--- config.mk ---
export PLATFORM = sky130hd
export DESIGN_NAME = fpu_alu
export DESIGN_NICKNAME = d
export VERILOG_FILES = /design/src/hw/fpu_pkg.sv /design/src/hw/fp_addsub.sv /design/src/hw/fp_normalize.sv /design/src/hw/fp_round.sv /design/src/hw/fpu_alu.sv
export SDC_FILE = /design/constraint.sdc
export NUM_CORES = 1
export LEC_CHECK = 0
export BUFFER_PORTS_ARGS = -buffer_cell sky130_fd_sc_hd__clkbuf_2
export CAP_MARGIN = 20
export CORE_UTILIZATION = 35
export CTS_CLUSTER_SIZE = 10
export DETAILED_ROUTE_END_ITERATION = 8
export SLEW_MARGIN = 20
export SYNTH_ARGS = -nofsm -noshare
export SYNTH_HDL_FRONTEND = slang
export SYNTH_HIERARCHICAL = 1
export SYNTH_SLANG_ARGS = --single-unit
--- constraint.sdc ---
create_clock -name clk -period 4.9 [get_ports clk]
set_input_delay 0 -clock clk [delete_from_list [all_inputs] [get_ports clk]]
set_output_delay 0 -clock clk [all_outputs]
set_load 0.005 [all_outputs]
--- src/hw/fpu_pkg.sv ---
package fpu_pkg;

    // IEEE-754 single precision format
    localparam int EXP_W    = 8;
    localparam int FRAC_W   = 23;
    localparam int EXP_BIAS = 127;
    localparam int SIG_W    = FRAC_W + 1;   // with hidden bit

    // 32-bit integer magnitude + guard, round, sticky, plus carry headroom
    localparam int EXT_W    = 35;

    typedef logic [31:0] fp_word_t;                 // ieee word or int operand
    typedef logic signed [EXP_W+1:0] exp_t;         // biased, room for over/underflow
    typedef logic [EXT_W-1:0] ext_sig_t;            // working significand

    // function codes, same encoding as the old ALU
    typedef enum logic [3:0] {
        FADD     = 4'b1011,
        FSUB     = 4'b1100,
        FCVT_S_W = 4'b1110
    } fpu_op_e;

    typedef enum logic [2:0] {
        RNE        = 3'b000,
        RTZ        = 3'b001,
        RDN        = 3'b010,
        RUP        = 3'b011,
        RMM_AS_RNE = 3'b111     // rmm handled as nearest-even
    } round_mode_e;

    typedef struct packed {
        fpu_op_e     op;
        round_mode_e rm;
        fp_word_t    a;         // minuend for fsub, integer for fcvt
        fp_word_t    b;
    } fpu_req_t;

    // stage 1 output, hidden bit sits at EXT_W-2
    typedef struct packed {
        logic     sign;
        exp_t     exp;
        ext_sig_t sig;
        logic     zero;
    } prenorm_t;

    // stage 2 output, significand followed by guard, round, sticky
    typedef struct packed {
        logic             sign;
        exp_t             exp;
        logic [SIG_W+2:0] sig;
        logic             zero;
    } norm_t;

    typedef struct packed {
        logic        valid;
        round_mode_e rm;
    } stage_ctl_t;

endpackage

--- src/hw/fp_addsub.sv ---
module fp_addsub (
    input  fpu_pkg::fp_word_t a,
    input  fpu_pkg::fp_word_t b,
    input  logic              sub,
    output fpu_pkg::prenorm_t result
);
    import fpu_pkg::*;

    localparam int LOW_W = EXT_W - SIG_W - 1;   // bits below the significand

    logic [EXP_W-1:0]   exp_a;
    logic [EXP_W-1:0]   exp_b;
    logic [SIG_W-1:0]   sig_a;
    logic [SIG_W-1:0]   sig_b;
    logic               sign_a;
    logic               sign_b;     // effective sign, flipped for fsub
    logic               swap;
    logic [EXP_W-1:0]   exp_big;
    logic [EXP_W-1:0]   exp_small;
    logic [SIG_W-1:0]   sig_big;
    logic [SIG_W-1:0]   sig_small;
    logic               sign_big;
    logic [EXP_W-1:0]   exp_diff;
    logic [5:0]         shamt;
    ext_sig_t           big_ext;
    ext_sig_t           small_ext;
    logic [2*EXT_W-1:0] align;
    logic               sticky;
    ext_sig_t           small_aligned;
    logic               eff_sub;
    ext_sig_t           sum;

    // unpack, a zero exponent means a zero operand here
    assign exp_a  = a[FRAC_W +: EXP_W];
    assign exp_b  = b[FRAC_W +: EXP_W];
    assign sig_a  = {|exp_a, a[FRAC_W-1:0]};
    assign sig_b  = {|exp_b, b[FRAC_W-1:0]};
    assign sign_a = a[31];
    assign sign_b = b[31] ^ sub;

    // order by magnitude, exponent and fraction compare as one field
    assign swap = b[30:0] > a[30:0];

    assign exp_big   = swap ? exp_b : exp_a;
    assign exp_small = swap ? exp_a : exp_b;
    assign sig_big   = swap ? sig_b : sig_a;
    assign sig_small = swap ? sig_a : sig_b;
    assign sign_big  = swap ? sign_b : sign_a;

    assign exp_diff = exp_big - exp_small;

    // beyond 63 everything lands in the sticky part anyway
    assign shamt = (exp_diff > 8'd63) ? 6'd63 : exp_diff[5:0];

    assign big_ext   = {1'b0, sig_big, {LOW_W{1'b0}}};
    assign small_ext = {1'b0, sig_small, {LOW_W{1'b0}}};

    // lower half catches the bits shifted out
    assign align  = {small_ext, {EXT_W{1'b0}}} >> shamt;
    assign sticky = |align[EXT_W-1:0];

    assign small_aligned = align[2*EXT_W-1:EXT_W] | ext_sig_t'(sticky);    // jam sticky

    assign eff_sub = sign_a ^ sign_b;

    // big >= small, so the difference never goes negative
    assign sum = eff_sub ? (big_ext - small_aligned) : (big_ext + small_aligned);

    always_comb begin
        result.zero = (sum == '0);
        result.sign = result.zero ? 1'b0 : sign_big;    // exact zero is +0
        result.exp  = exp_t'({2'b00, exp_big});
        result.sig  = sum;
    end

endmodule

--- src/hw/fp_normalize.sv ---
module fp_normalize (
    input  fpu_pkg::prenorm_t in,
    output fpu_pkg::norm_t    out
);
    import fpu_pkg::*;

    // top of the shifted significand, then guard and round below it
    localparam int TOP_LSB = EXT_W - SIG_W;     // 11
    localparam int G_POS   = TOP_LSB - 1;
    localparam int R_POS   = TOP_LSB - 2;

    logic [5:0] lz;
    ext_sig_t   shifted;
    logic       guard;
    logic       rnd;
    logic       sticky;

    // leading zero count over the whole working significand
    always_comb begin
        lz = 6'(EXT_W - 1);
        for (int i = 0; i < EXT_W; i++) begin
            if (in.sig[i]) begin
                lz = 6'(EXT_W - 1 - i);     // highest set bit wins
            end
        end
    end

    /*
     * The leading one is moved to the MSB of the working significand.
     * A carry out of the add already sits there (lz = 0, exponent +1),
     * a result already normal sits one below (lz = 1, exponent kept),
     * and cancellation or an integer needs a longer left shift.
     */
    assign shifted = in.sig << lz;

    assign guard  = shifted[G_POS];
    assign rnd    = shifted[R_POS];
    assign sticky = |shifted[R_POS-1:0];    // or of everything left over

    always_comb begin
        out.sign = in.sign;
        out.zero = in.zero;
        out.exp  = in.exp + exp_t'(1) - exp_t'({4'b0000, lz});
        out.sig  = {shifted[EXT_W-1:TOP_LSB], guard, rnd, sticky};
    end

endmodule

--- src/hw/fp_round.sv ---
module fp_round (
    input  fpu_pkg::norm_t       in,
    input  fpu_pkg::round_mode_e rm,
    output fpu_pkg::fp_word_t    y
);
    import fpu_pkg::*;

    logic [SIG_W-1:0]  mant;
    logic              guard;
    logic              rnd;
    logic              sticky;
    logic              inexact;
    logic              inc;
    logic [SIG_W:0]    mant_inc;
    logic              carry;
    exp_t              exp_adj;
    logic [FRAC_W-1:0] frac;

    assign mant    = in.sig[SIG_W+2:3];
    assign guard   = in.sig[2];
    assign rnd     = in.sig[1];
    assign sticky  = in.sig[0];
    assign inexact = guard | rnd | sticky;

    // increment decision per rounding mode
    always_comb begin
        case (rm)
            RNE, RMM_AS_RNE: begin
                inc = guard & (rnd | sticky | mant[0]);     // ties go to even
            end
            RTZ: begin
                inc = 1'b0;
            end
            RDN: begin
                inc = in.sign & inexact;        // away from zero when negative
            end
            RUP: begin
                inc = ~in.sign & inexact;
            end
            default: begin
                inc = guard & (rnd | sticky | mant[0]);     // reserved codes as rne
            end
        endcase
    end

    assign mant_inc = {1'b0, mant} + (SIG_W+1)'(inc);
    assign carry    = mant_inc[SIG_W];     // 1.111..1 + 1 overflows

    // on carry the significand is 10.00..0, shift right and bump exponent
    assign frac    = carry ? mant_inc[FRAC_W:1] : mant_inc[FRAC_W-1:0];
    assign exp_adj = in.exp + exp_t'({9'd0, carry});

    // pack, zero always leaves as +0
    assign y = in.zero ? fp_word_t'(0) : {in.sign, exp_adj[EXP_W-1:0], frac};

endmodule

--- src/hw/fpu_alu.sv ---
module fpu_alu (
    input  logic              clk,
    input  logic              rst_n,
    input  logic              req_valid,
    input  fpu_pkg::fpu_req_t req,
    output logic              rsp_valid,
    output fpu_pkg::fp_word_t rsp_y
);
    import fpu_pkg::*;

    logic       is_sub;
    prenorm_t   addsub_pre;
    logic       int_neg;
    fp_word_t   int_mag;
    prenorm_t   cvt_pre;
    prenorm_t   s1_d;
    prenorm_t   s1_q;
    stage_ctl_t s1_ctl;
    norm_t      s2_d;
    norm_t      s2_q;
    stage_ctl_t s2_ctl;
    fp_word_t   round_y;

    // stage 1: align and add/sub, or integer magnitude
    assign is_sub = (req.op == FSUB);

    fp_addsub u_addsub (
        .a      (req.a),
        .b      (req.b),
        .sub    (is_sub),
        .result (addsub_pre)
    );

    assign int_neg = req.a[31];
    assign int_mag = int_neg ? (~req.a + 32'd1) : req.a;   // 0x80000000 stays as 2^31

    // magnitude bit 31 lands on the hidden-bit position
    always_comb begin
        cvt_pre.sign = int_neg;
        cvt_pre.exp  = exp_t'(EXP_BIAS + 31);
        cvt_pre.sig  = {1'b0, int_mag, 2'b00};
        cvt_pre.zero = (req.a == '0);
    end

    always_comb begin
        case (req.op)
            FCVT_S_W: s1_d = cvt_pre;
            default:  s1_d = addsub_pre;
        endcase
    end

    // stage 2: normalize from the stage-1 register
    fp_normalize u_normalize (
        .in  (s1_q),
        .out (s2_d)
    );

    // stage 3: round from the stage-2 register
    fp_round u_round (
        .in (s2_q),
        .rm (s2_ctl.rm),
        .y  (round_y)
    );

    // data registers, only loaded behind a valid
    always_ff @(posedge clk) begin
        if (req_valid) begin
            s1_q <= s1_d;
        end
        if (s1_ctl.valid) begin
            s2_q <= s2_d;
        end
    end

    always_ff @(posedge clk or negedge rst_n) begin
        if (!rst_n) begin
            s1_ctl    <= '0;
            s2_ctl    <= '0;
            rsp_valid <= 1'b0;
            rsp_y     <= '0;
        end else begin
            s1_ctl.valid <= req_valid;
            s1_ctl.rm    <= req.rm;     // rm rides along with the data
            s2_ctl       <= s1_ctl;
            rsp_valid    <= s2_ctl.valid;
            if (s2_ctl.valid) begin
                rsp_y <= round_y;       // hold last result otherwise
            end
        end
    end

endmodule

* Yosys cells after proc, flatten, opt, wreduce, memory -nomap -nowiden *
Index checks and enable logic that the tools add are counted.

storage, ports and cells
  logic and storage cells = 97
  register bits after elaboration = 123

operators by class
  magnitude comparators = 2
  $add $sub $neg = 8
  reduce and logical (&&, ||, !) cells = 6
  shift-type cells = 2
  muxes and demuxes = 47
  bitwise logic cells = 12
  equal/unequal tests = 5

operator list
  kind                                           number
  two-way mux 6 bit                              33
  >> shifter 69 x 6 -> 70 bit                    1
  two-way mux 32 bit                             2
  two-way mux 24 bit                             2
  two-way mux 47 bit                             1
  adder 34 x 35 -> 35 bit                        1
  zero test 35 bit                               1
  two-way mux 35 bit                             1
  OR 35 x 1 -> 35 bit                            1
  OR reduction 35 bit                            1
  left shift 35 x 6 -> 35 bit                    1
  subtractor 34 x 35 -> 35 bit                   1
  adder 32 x 1 -> 32 bit, second input constant  1
  zero test 32 bit                               1
  inverter 32 bit                                1
  greater-than comparator 31 bit                 1
  adder 24 x 1 -> 25 bit                         1
  two-way mux 23 bit                             1
  two-way mux 8 bit                              2
  OR reduction 8 bit                             2
  OR reduction 9 bit                             1
  adder 8 x 2 -> 8 bit                           1
  adder 8 x 2 -> 8 bit, second input constant    1
  equality test 4 bit, second input constant     2
  12 further kinds                               21

* Longest topological paths before layout *
Gate-level depths: netlist of run 1.

  word-level depth = 36
  depth in mapped cells = 55
  mapped depth without buffers = 48

* Modules after synthesis *
Netlist of run 1, hierarchy kept.

modules (own cells, without submodules)
  module        instances  cells an instance  area each (sq um)  seq. area each (sq um)
  fp_addsub     1          1401               8916.1             0.0
  fpu_alu       1          361                5146.2             3608.5
  fp_normalize  1          426                2966.6             0.0
  fp_round      1          130                823.3              0.0

* Worst setup path after synthesis of run 1 *
Ideal clock, no wire load.

  kind = input port to flip-flop
  start point = input port req[59] (netlist bit)
  end point = register s1_q[46] (netlist bit) (data pin)
  data required time = 4.648 ns
  stages on the path = 51
  arrival time = 9.042 ns
  library setup time = 0.252 ns
  path slack = -4.394 ns
  path buffers = 10
  cell sequence = inv_1 ha_1 buf_4 nand4_4 nor3_1 a221o_1 o21a_1 nor2_2 buf_6 buf_6 buf_6 clkbuf_1 a21oi_1 ha_1 nand2_1 nand3_1 a22o_1 a221o_1 [15 not listed] a21oi_1 o21ai_0 a21oi_1 o21ai_0 a211oi_1 o311ai_0 a221oi_1 a21oi_1 nand2b_1 nand3_1 o21ai_0 or4b_1 or4_1 nor4_1 nor4b_2 nor3_1 nand2_1 nand2_1

RTL lines
  element                 RTL line       text
  start: declaration      fpu_alu.sv:5   input fpu_pkg::fpu_req_t req,
  end signal: assignment  fpu_alu.sv:68  s1_q <= s1_d;
  end: declaration        fpu_alu.sv:17  prenorm_t s1_q;

==> impl_metrics.toml, run 1 <==
[setup_path]
path_max_fanout = 6
crit_type = "in -> reg"
cp-end-kind = "flop"
critical_path.most_common_cell = "a21oi_2"
slowest_stage = "or4_4"
worst_ep_arrival_time_ns = 8.34
start_kind = "input pin"
cp_slowest_stage_delay_ns = 0.56
required_ns = 5.06

[die]
fp.dieH_um = 226
fp-row-count = 81
die-area_sq_mm = 0.0513
core_area_sq_mm = 0.0494
io_pins = 107
die_x_um = 226
initial_core_util_pct = 35.7

[global_route]
grt_pass1_wl_um = 120000
antenna_found_initial = 1
grt_usage_pct = 30.6
grt_pass1_vias = 20700
grt-ovfl-total = 0
grt_max_degree = 79

[placement]
placed_cells = 3573
dpl_cell_area_sq_mm = 0.0238
port_buffers = 106
gp_congestion = 1.04
hpwl_um = 65300

[power]
power.share.clock_pct = 15.6
power_frac_comb_pct = 63.6
seq_power_share_pct = 20.8
leakagePower_nw = 11.5
fin_total_pwr_mw = 7.85
p_sw_mw = 3.46
peakVddDrop_uv = 244
powerDensity_mw_per_mm2 = 304
swShare_pct = 44.1
p_int_mw = 4.38

[flow_run]
drv_cap = 0

[timing]
hold_ws_ns = 0.143
hold_viol = 0
drv_slew = 0
timing.final.ws_setup_ns = -3.28
fmax_ghz = 0.122
rsz0062_at_grt = "true"
finalClockSkew_ns = 0.0146
setup_viol = 37
tightest_slew_ns = 1.04
finalCriticalPeriod_ns = 8.18
slew_headroom_pct = 29.9
fin_crit_sh_pct = 167

[cells_and_area]
final_area_sq_mm = 0.0258
fin_cells = 3664
synthToLayoutAreaGrowth_pct = 46.5
layout-drive-gt1-share_pct = 39.0
layout.nets = 3160
fill_cells = 4736
utilization_pct = 52.3

[clocking]
clk_latency_ns = 0.41
cts_buffers = 17
htreeDepth = 4
cts_tree = "built"
clock_sinks = 123
cts_root_buffer = "clkbuf_16"
path_clk_slew_ns = 0.07
clock_path_buffers = 2

[synthesis]
syn_area_sq_mm = 0.0176
synth_nets = 2475
synth_cells = 2300
yosysWarnings = 6
synth.avg_cell_area_sq_um = 7.67

[drt]
route.detailed.drc = 0
drt_iter0_markers = 2085
routed_wl_um = 80100
ant_nets = 0
vias_per_cell = 5.83
wl_per_cell_um = 21.9
vias = 21400
first_pass_iters = 7

[worst_hold_path]
hp-class = "in -> reg"

[status]
violations = "negative setup slack"
status = "complete, but fails checks"
-- power groups by stage --
stage          combinational, mW  sequential, mW  clock [mW]
6_report                    4.99            1.63        1.23
3_3_place_gp                4.47            1.64           0
2_1_floorplan               2.47            1.55           0
3_5_place_dp                4.49            1.65           0
4_1_cts                     4.77            1.63        1.25
5_1_grt                     5.28            1.67        1.29
-- cells in the final DEF (no fill, tap or decap), types with 14 or more instances in the layout --
master and instances:
a31oi_1 25, inv_1 106, nand2_1 244, nand4_1 30, ha_4 23, nor2_1 169
mux2_2 53, nand2b_1 24, and3_1 23, mux2i_1 118, nand3_1 72, clkbuf_16 17
o211ai_1 29, a221o_1 14, a211oi_1 20, o21bai_1 16, o21ai_1 40, o31ai_1 15
dfrtp_1 40, xor2_1 39, nor3_1 62, a21o_1 24, or2_2 15, o21ai_0 119
a22oi_1 23, clkbuf_2 102, a21oi_1 130, xnor2_1 31, buf_4 656, edfxtp_1 82
a21oi_2 17, buf_6 33, nor4_1 27, and2_1 26, ha_1 75, o22ai_1 18
-- metal layers --
| layer | global-route usage (%) | share of wire [%] |
|---|---|---|
| met5 | 0 | 0 |
| met4 | 13.3 | 4.6 |
| met3 | 2.46 | 5.4 |
| met2 | 52.8 | 48 |
| met1 | 39.0 | 42 |
-- critical path: cells and delay by family --
kind                     cells  cell delay [ns]
adder cells (fa/ha/maj)      3             0.69
buffers and inverters        3             0.40
AO/OA/AOI/OAI               21             3.96
AND/OR/NAND/NOR             16             2.94
multiplexers                 1             0.29
-- state kept, by name, indices dropped and copies added (netlist names) --
| signal | count |
|---|---|
| rsp_valid | 1 |
| rsp_y | 32 |
| s1_ctl | 4 |
| s1_q | 45 |
| s2_ctl | 4 |
| s2_q | 37 |
-- what timing repair did --
action                                  4_1_cts  5_1_grt
gates resized for setup                     129       75
endpoints found under the hold margin        44        0
setup buffers                                37       22
pin swaps                                    86       52
hold buffers                                  4        0
endpoints found under the setup margin       37       37
gates cloned                                  0        0
-- cell type report --
type	instances	area, sq um	area share [%]
Multi-Input combinational cell	1902	14300	55.3
Timing Repair Buffer	813	6150	23.8
Sequential cell	123	3490	13.5
Tap cell	664	831	3.22
Inverter	128	502	1.94
Clock buffer	17	425	1.65
Clock inverter	15	150	0.581
Antenna cell	2	5.00	0.0194
-- worst paths after layout --
path	start	endpoint	slack [ns]	cells past startpoint
max	req[6]	s1_q[46]$_DFFE_PP_	-3.28	44
max in group asynchronous	rst_n	s2_ctl[3]$_DFF_PN0_	4.02	2
min reg2reg	s1_ctl[2]$_DFF_PN0_	s2_ctl[2]$_DFF_PN0_	0.35	0
min	req[28]	s1_q[41]$_SDFFCE_PP0P_	0.14	5
min in group asynchronous	rst_n	rsp_y[15]$_DFFE_PN0P_	0.26	2
max reg2reg	s1_q[8]$_DFFE_PP_	s2_q[35]$_DFFE_PP_	0.94	14
-- per-stage QoR --
stage / worst slack [ns] / TNS, ns
global placement: -4.29 / -97.13
finish: -3.28 / -69.13
detailed placement: -4.40 / -99.95
floorplan: -3.43 / -66.95
global route: -3.55 / -76.14
CTS: -3.20 / -66.11
Note: power is estimated with default switching activity, not from simulation.
==> run 2: changes to the inputs <==
==> constraint.sdc (replaced) <==
create_clock -name clk -period 4.9 [get_ports clk]
set_input_delay 0.245 -clock clk [delete_from_list [all_inputs] [get_ports clk]]
set_output_delay 0.245 -clock clk [all_outputs]
set_load 0.005 [all_outputs]
==> impl_metrics.toml, run 2 (synthesis results as in run 1) <==
[cells_and_area]
top_register = "s1_q"
largest_reg_flops = 45
largestRegisters = "s1_q x45, s2_q x37, rsp_y x32"
synthToLayoutAreaGrowth_pct = 49.2
layout-drive-gt1-share_pct = 40.3
layout.nets = 3162
fin_cells = 3664
final_area_sq_mm = 0.0263
antennaDiodeCount = 0
final_common_cell = "buf_4"
fill_cells = 4676
final_cell_mix = "655 x buf_4, 246 x nand2_1, 166 x nor2_1"

[setup_path]
crit-reg2reg-launch = "s1_q[3]$_DFFE_PP_"
crit_start = "req[3]"
slowest_stage = "or4_4"
worst_ep_arrival_time_ns = 8.64
cp_slowest_stage_delay_ns = 0.54
path_max_fanout = 8
start_kind = "input pin"
required_ns = 5.16
crit_end = "s1_q[0]$_DFFE_PP_"
r2r_cells = 10
cp-end-kind = "flop"
crit_type = "in -> reg"
r2r_end = "s2_q[19]$_DFFE_PP_"
r2r_setup_slack_ns = 0.78

[placement]
port_buffers = 106
dpl_cell_area_sq_mm = 0.0236
placed_cells = 3560
hpwl_um = 65800
gp_congestion = 1.01

[drt]
routed_wl_um = 80800
ant_nets = 0
drt_iter0_markers = 1973
wl_per_cell_um = 22.0
route.detailed.drc = 0
vias = 21500
first_pass_iters = 6
vias_per_cell = 5.86

[power]
power_frac_comb_pct = 63.3
p_int_mw = 4.51
leakagePower_nw = 11.6
peakVddDrop_uv = 217
seq_power_share_pct = 20.4
power.share.clock_pct = 16.3
fin_total_pwr_mw = 8.02
p_sw_mw = 3.51
swShare_pct = 43.7
powerDensity_mw_per_mm2 = 305

[timing]
finalCriticalPeriod_ns = 8.38
slew_headroom_pct = 23.8
fmax_ghz = 0.119
finalClockSkew_ns = 0.0174
timing.final.ws_setup_ns = -3.48
fin_crit_sh_pct = 171
hold_ws_ns = -0.0476
tightest_slew_ns = 1.13
drv_slew = 0
rsz0062_at_grt = "true"
setup_viol = 37
hold_viol = 41

[global_route]
grt_usage_pct = 30.9
grt_max_degree = 79
antenna_found_initial = 0
grt-ovfl-total = 0
grt_pass1_wl_um = 122000
grt_pass1_vias = 21100

[die]
initial_core_util_pct = 35.7
fp-row-count = 81
fp.dieH_um = 226
die_x_um = 226
io_pins = 107
core_area_sq_mm = 0.0494
die-area_sq_mm = 0.0513

[clocking]
cts_tree = "built"
cts_buffers = 17
clock_sinks = 123
path_clk_slew_ns = 0.07
clk_latency_ns = 0.42
clock_path_buffers = 2
htreeDepth = 4
cts_root_buffer = "clkbuf_16"

[flow_run]
drv_cap = 0

[worst_hold_path]
hp-class = "in -> async"

[status]
violations = "negative hold slack, negative setup slack"
status = "complete, but fails checks"
==> run 2: repair_timing <==
action,4_1_cts,5_1_grt
setup endpoints to repair,37,37
hold buffers,3,0
gates cloned,0,2
gates resized for setup,96,216
pin swaps,49,107
endpoints found under the hold margin,3,0
buffers inserted,41,48
==> run 2: final cells by class <==
cell class | count | area [sq um] | share of cell area (%)
Sequential cell | 123 | 3490 | 13.3
Clock buffer | 19 | 475 | 1.81
Timing Repair Buffer | 814 | 6260 | 23.8
Tap cell | 664 | 831 | 3.16
Inverter | 128 | 512 | 1.94
Clock inverter | 13 | 140 | 0.532
Multi-Input combinational cell | 1903 | 14600 | 55.5
==> run 2: worst min path at each step <==
stage                                       end  depth (start not counted)  slack, ns
after CTS                 rsp_y[11]$_DFFE_PN0P_                          1       0.03
after global routing      rsp_y[11]$_DFFE_PN0P_                          1       0.03
after floorplan             rsp_valid$_DFF_PN0_                          0      -0.05
final                     rsp_y[11]$_DFFE_PN0P_                          1      -0.05
after global placement      s2_ctl[1]$_DFF_PN0_                          0       0.34
after detailed placement    s2_ctl[1]$_DFF_PN0_                          0       0.34
==> run 2: worst max-delay path, delay by kind of cell <==
family                   cells  cell delay, ns
AO/OA/AOI/OAI               19            3.17
AND/OR/NAND/NOR             15            2.98
buffers and inverters       10            1.47
adder cells (fa/ha/maj)      3            0.74
==> run 2: per-stage QoR <==
step,TNS (ns),util (%),hold slack (ns),setup slack (ns)
3_3_place_gp,-102.55,47.9,0.344,-4.38
6_report,-76.97,53.3,-0.0476,-3.48
3_5_place_dp,-104.02,47.9,0.338,-4.55
2_1_floorplan,-76.02,-,-0.0506,-3.67
5_1_grt,-86.20,53.3,0.0341,-3.82
4_1_cts,-78.12,50.8,0.0284,-3.43
==> run 2: per-layer routing <==
metal / global-route usage [%] / wire length [um] / vias up
li1: - / - / 10000
met2: 52.2 / 38200 / 907
met5: 0 / 0 / -
met1: 39.3 / 33800 / 10300
met4: 15.0 / 4240 / 0
met3: 2.94 / 4520 / 221
==> run 2: power by group through the flow <==
stage,Clock [mW],Sequential (mW),Combinational [mW]
CTS,1.32,1.63,4.67
global placement,0,1.64,4.42
finish,1.31,1.63,5.08
floorplan,0,1.55,2.47
global route,1.37,1.67,5.39
detailed placement,0,1.65,4.44
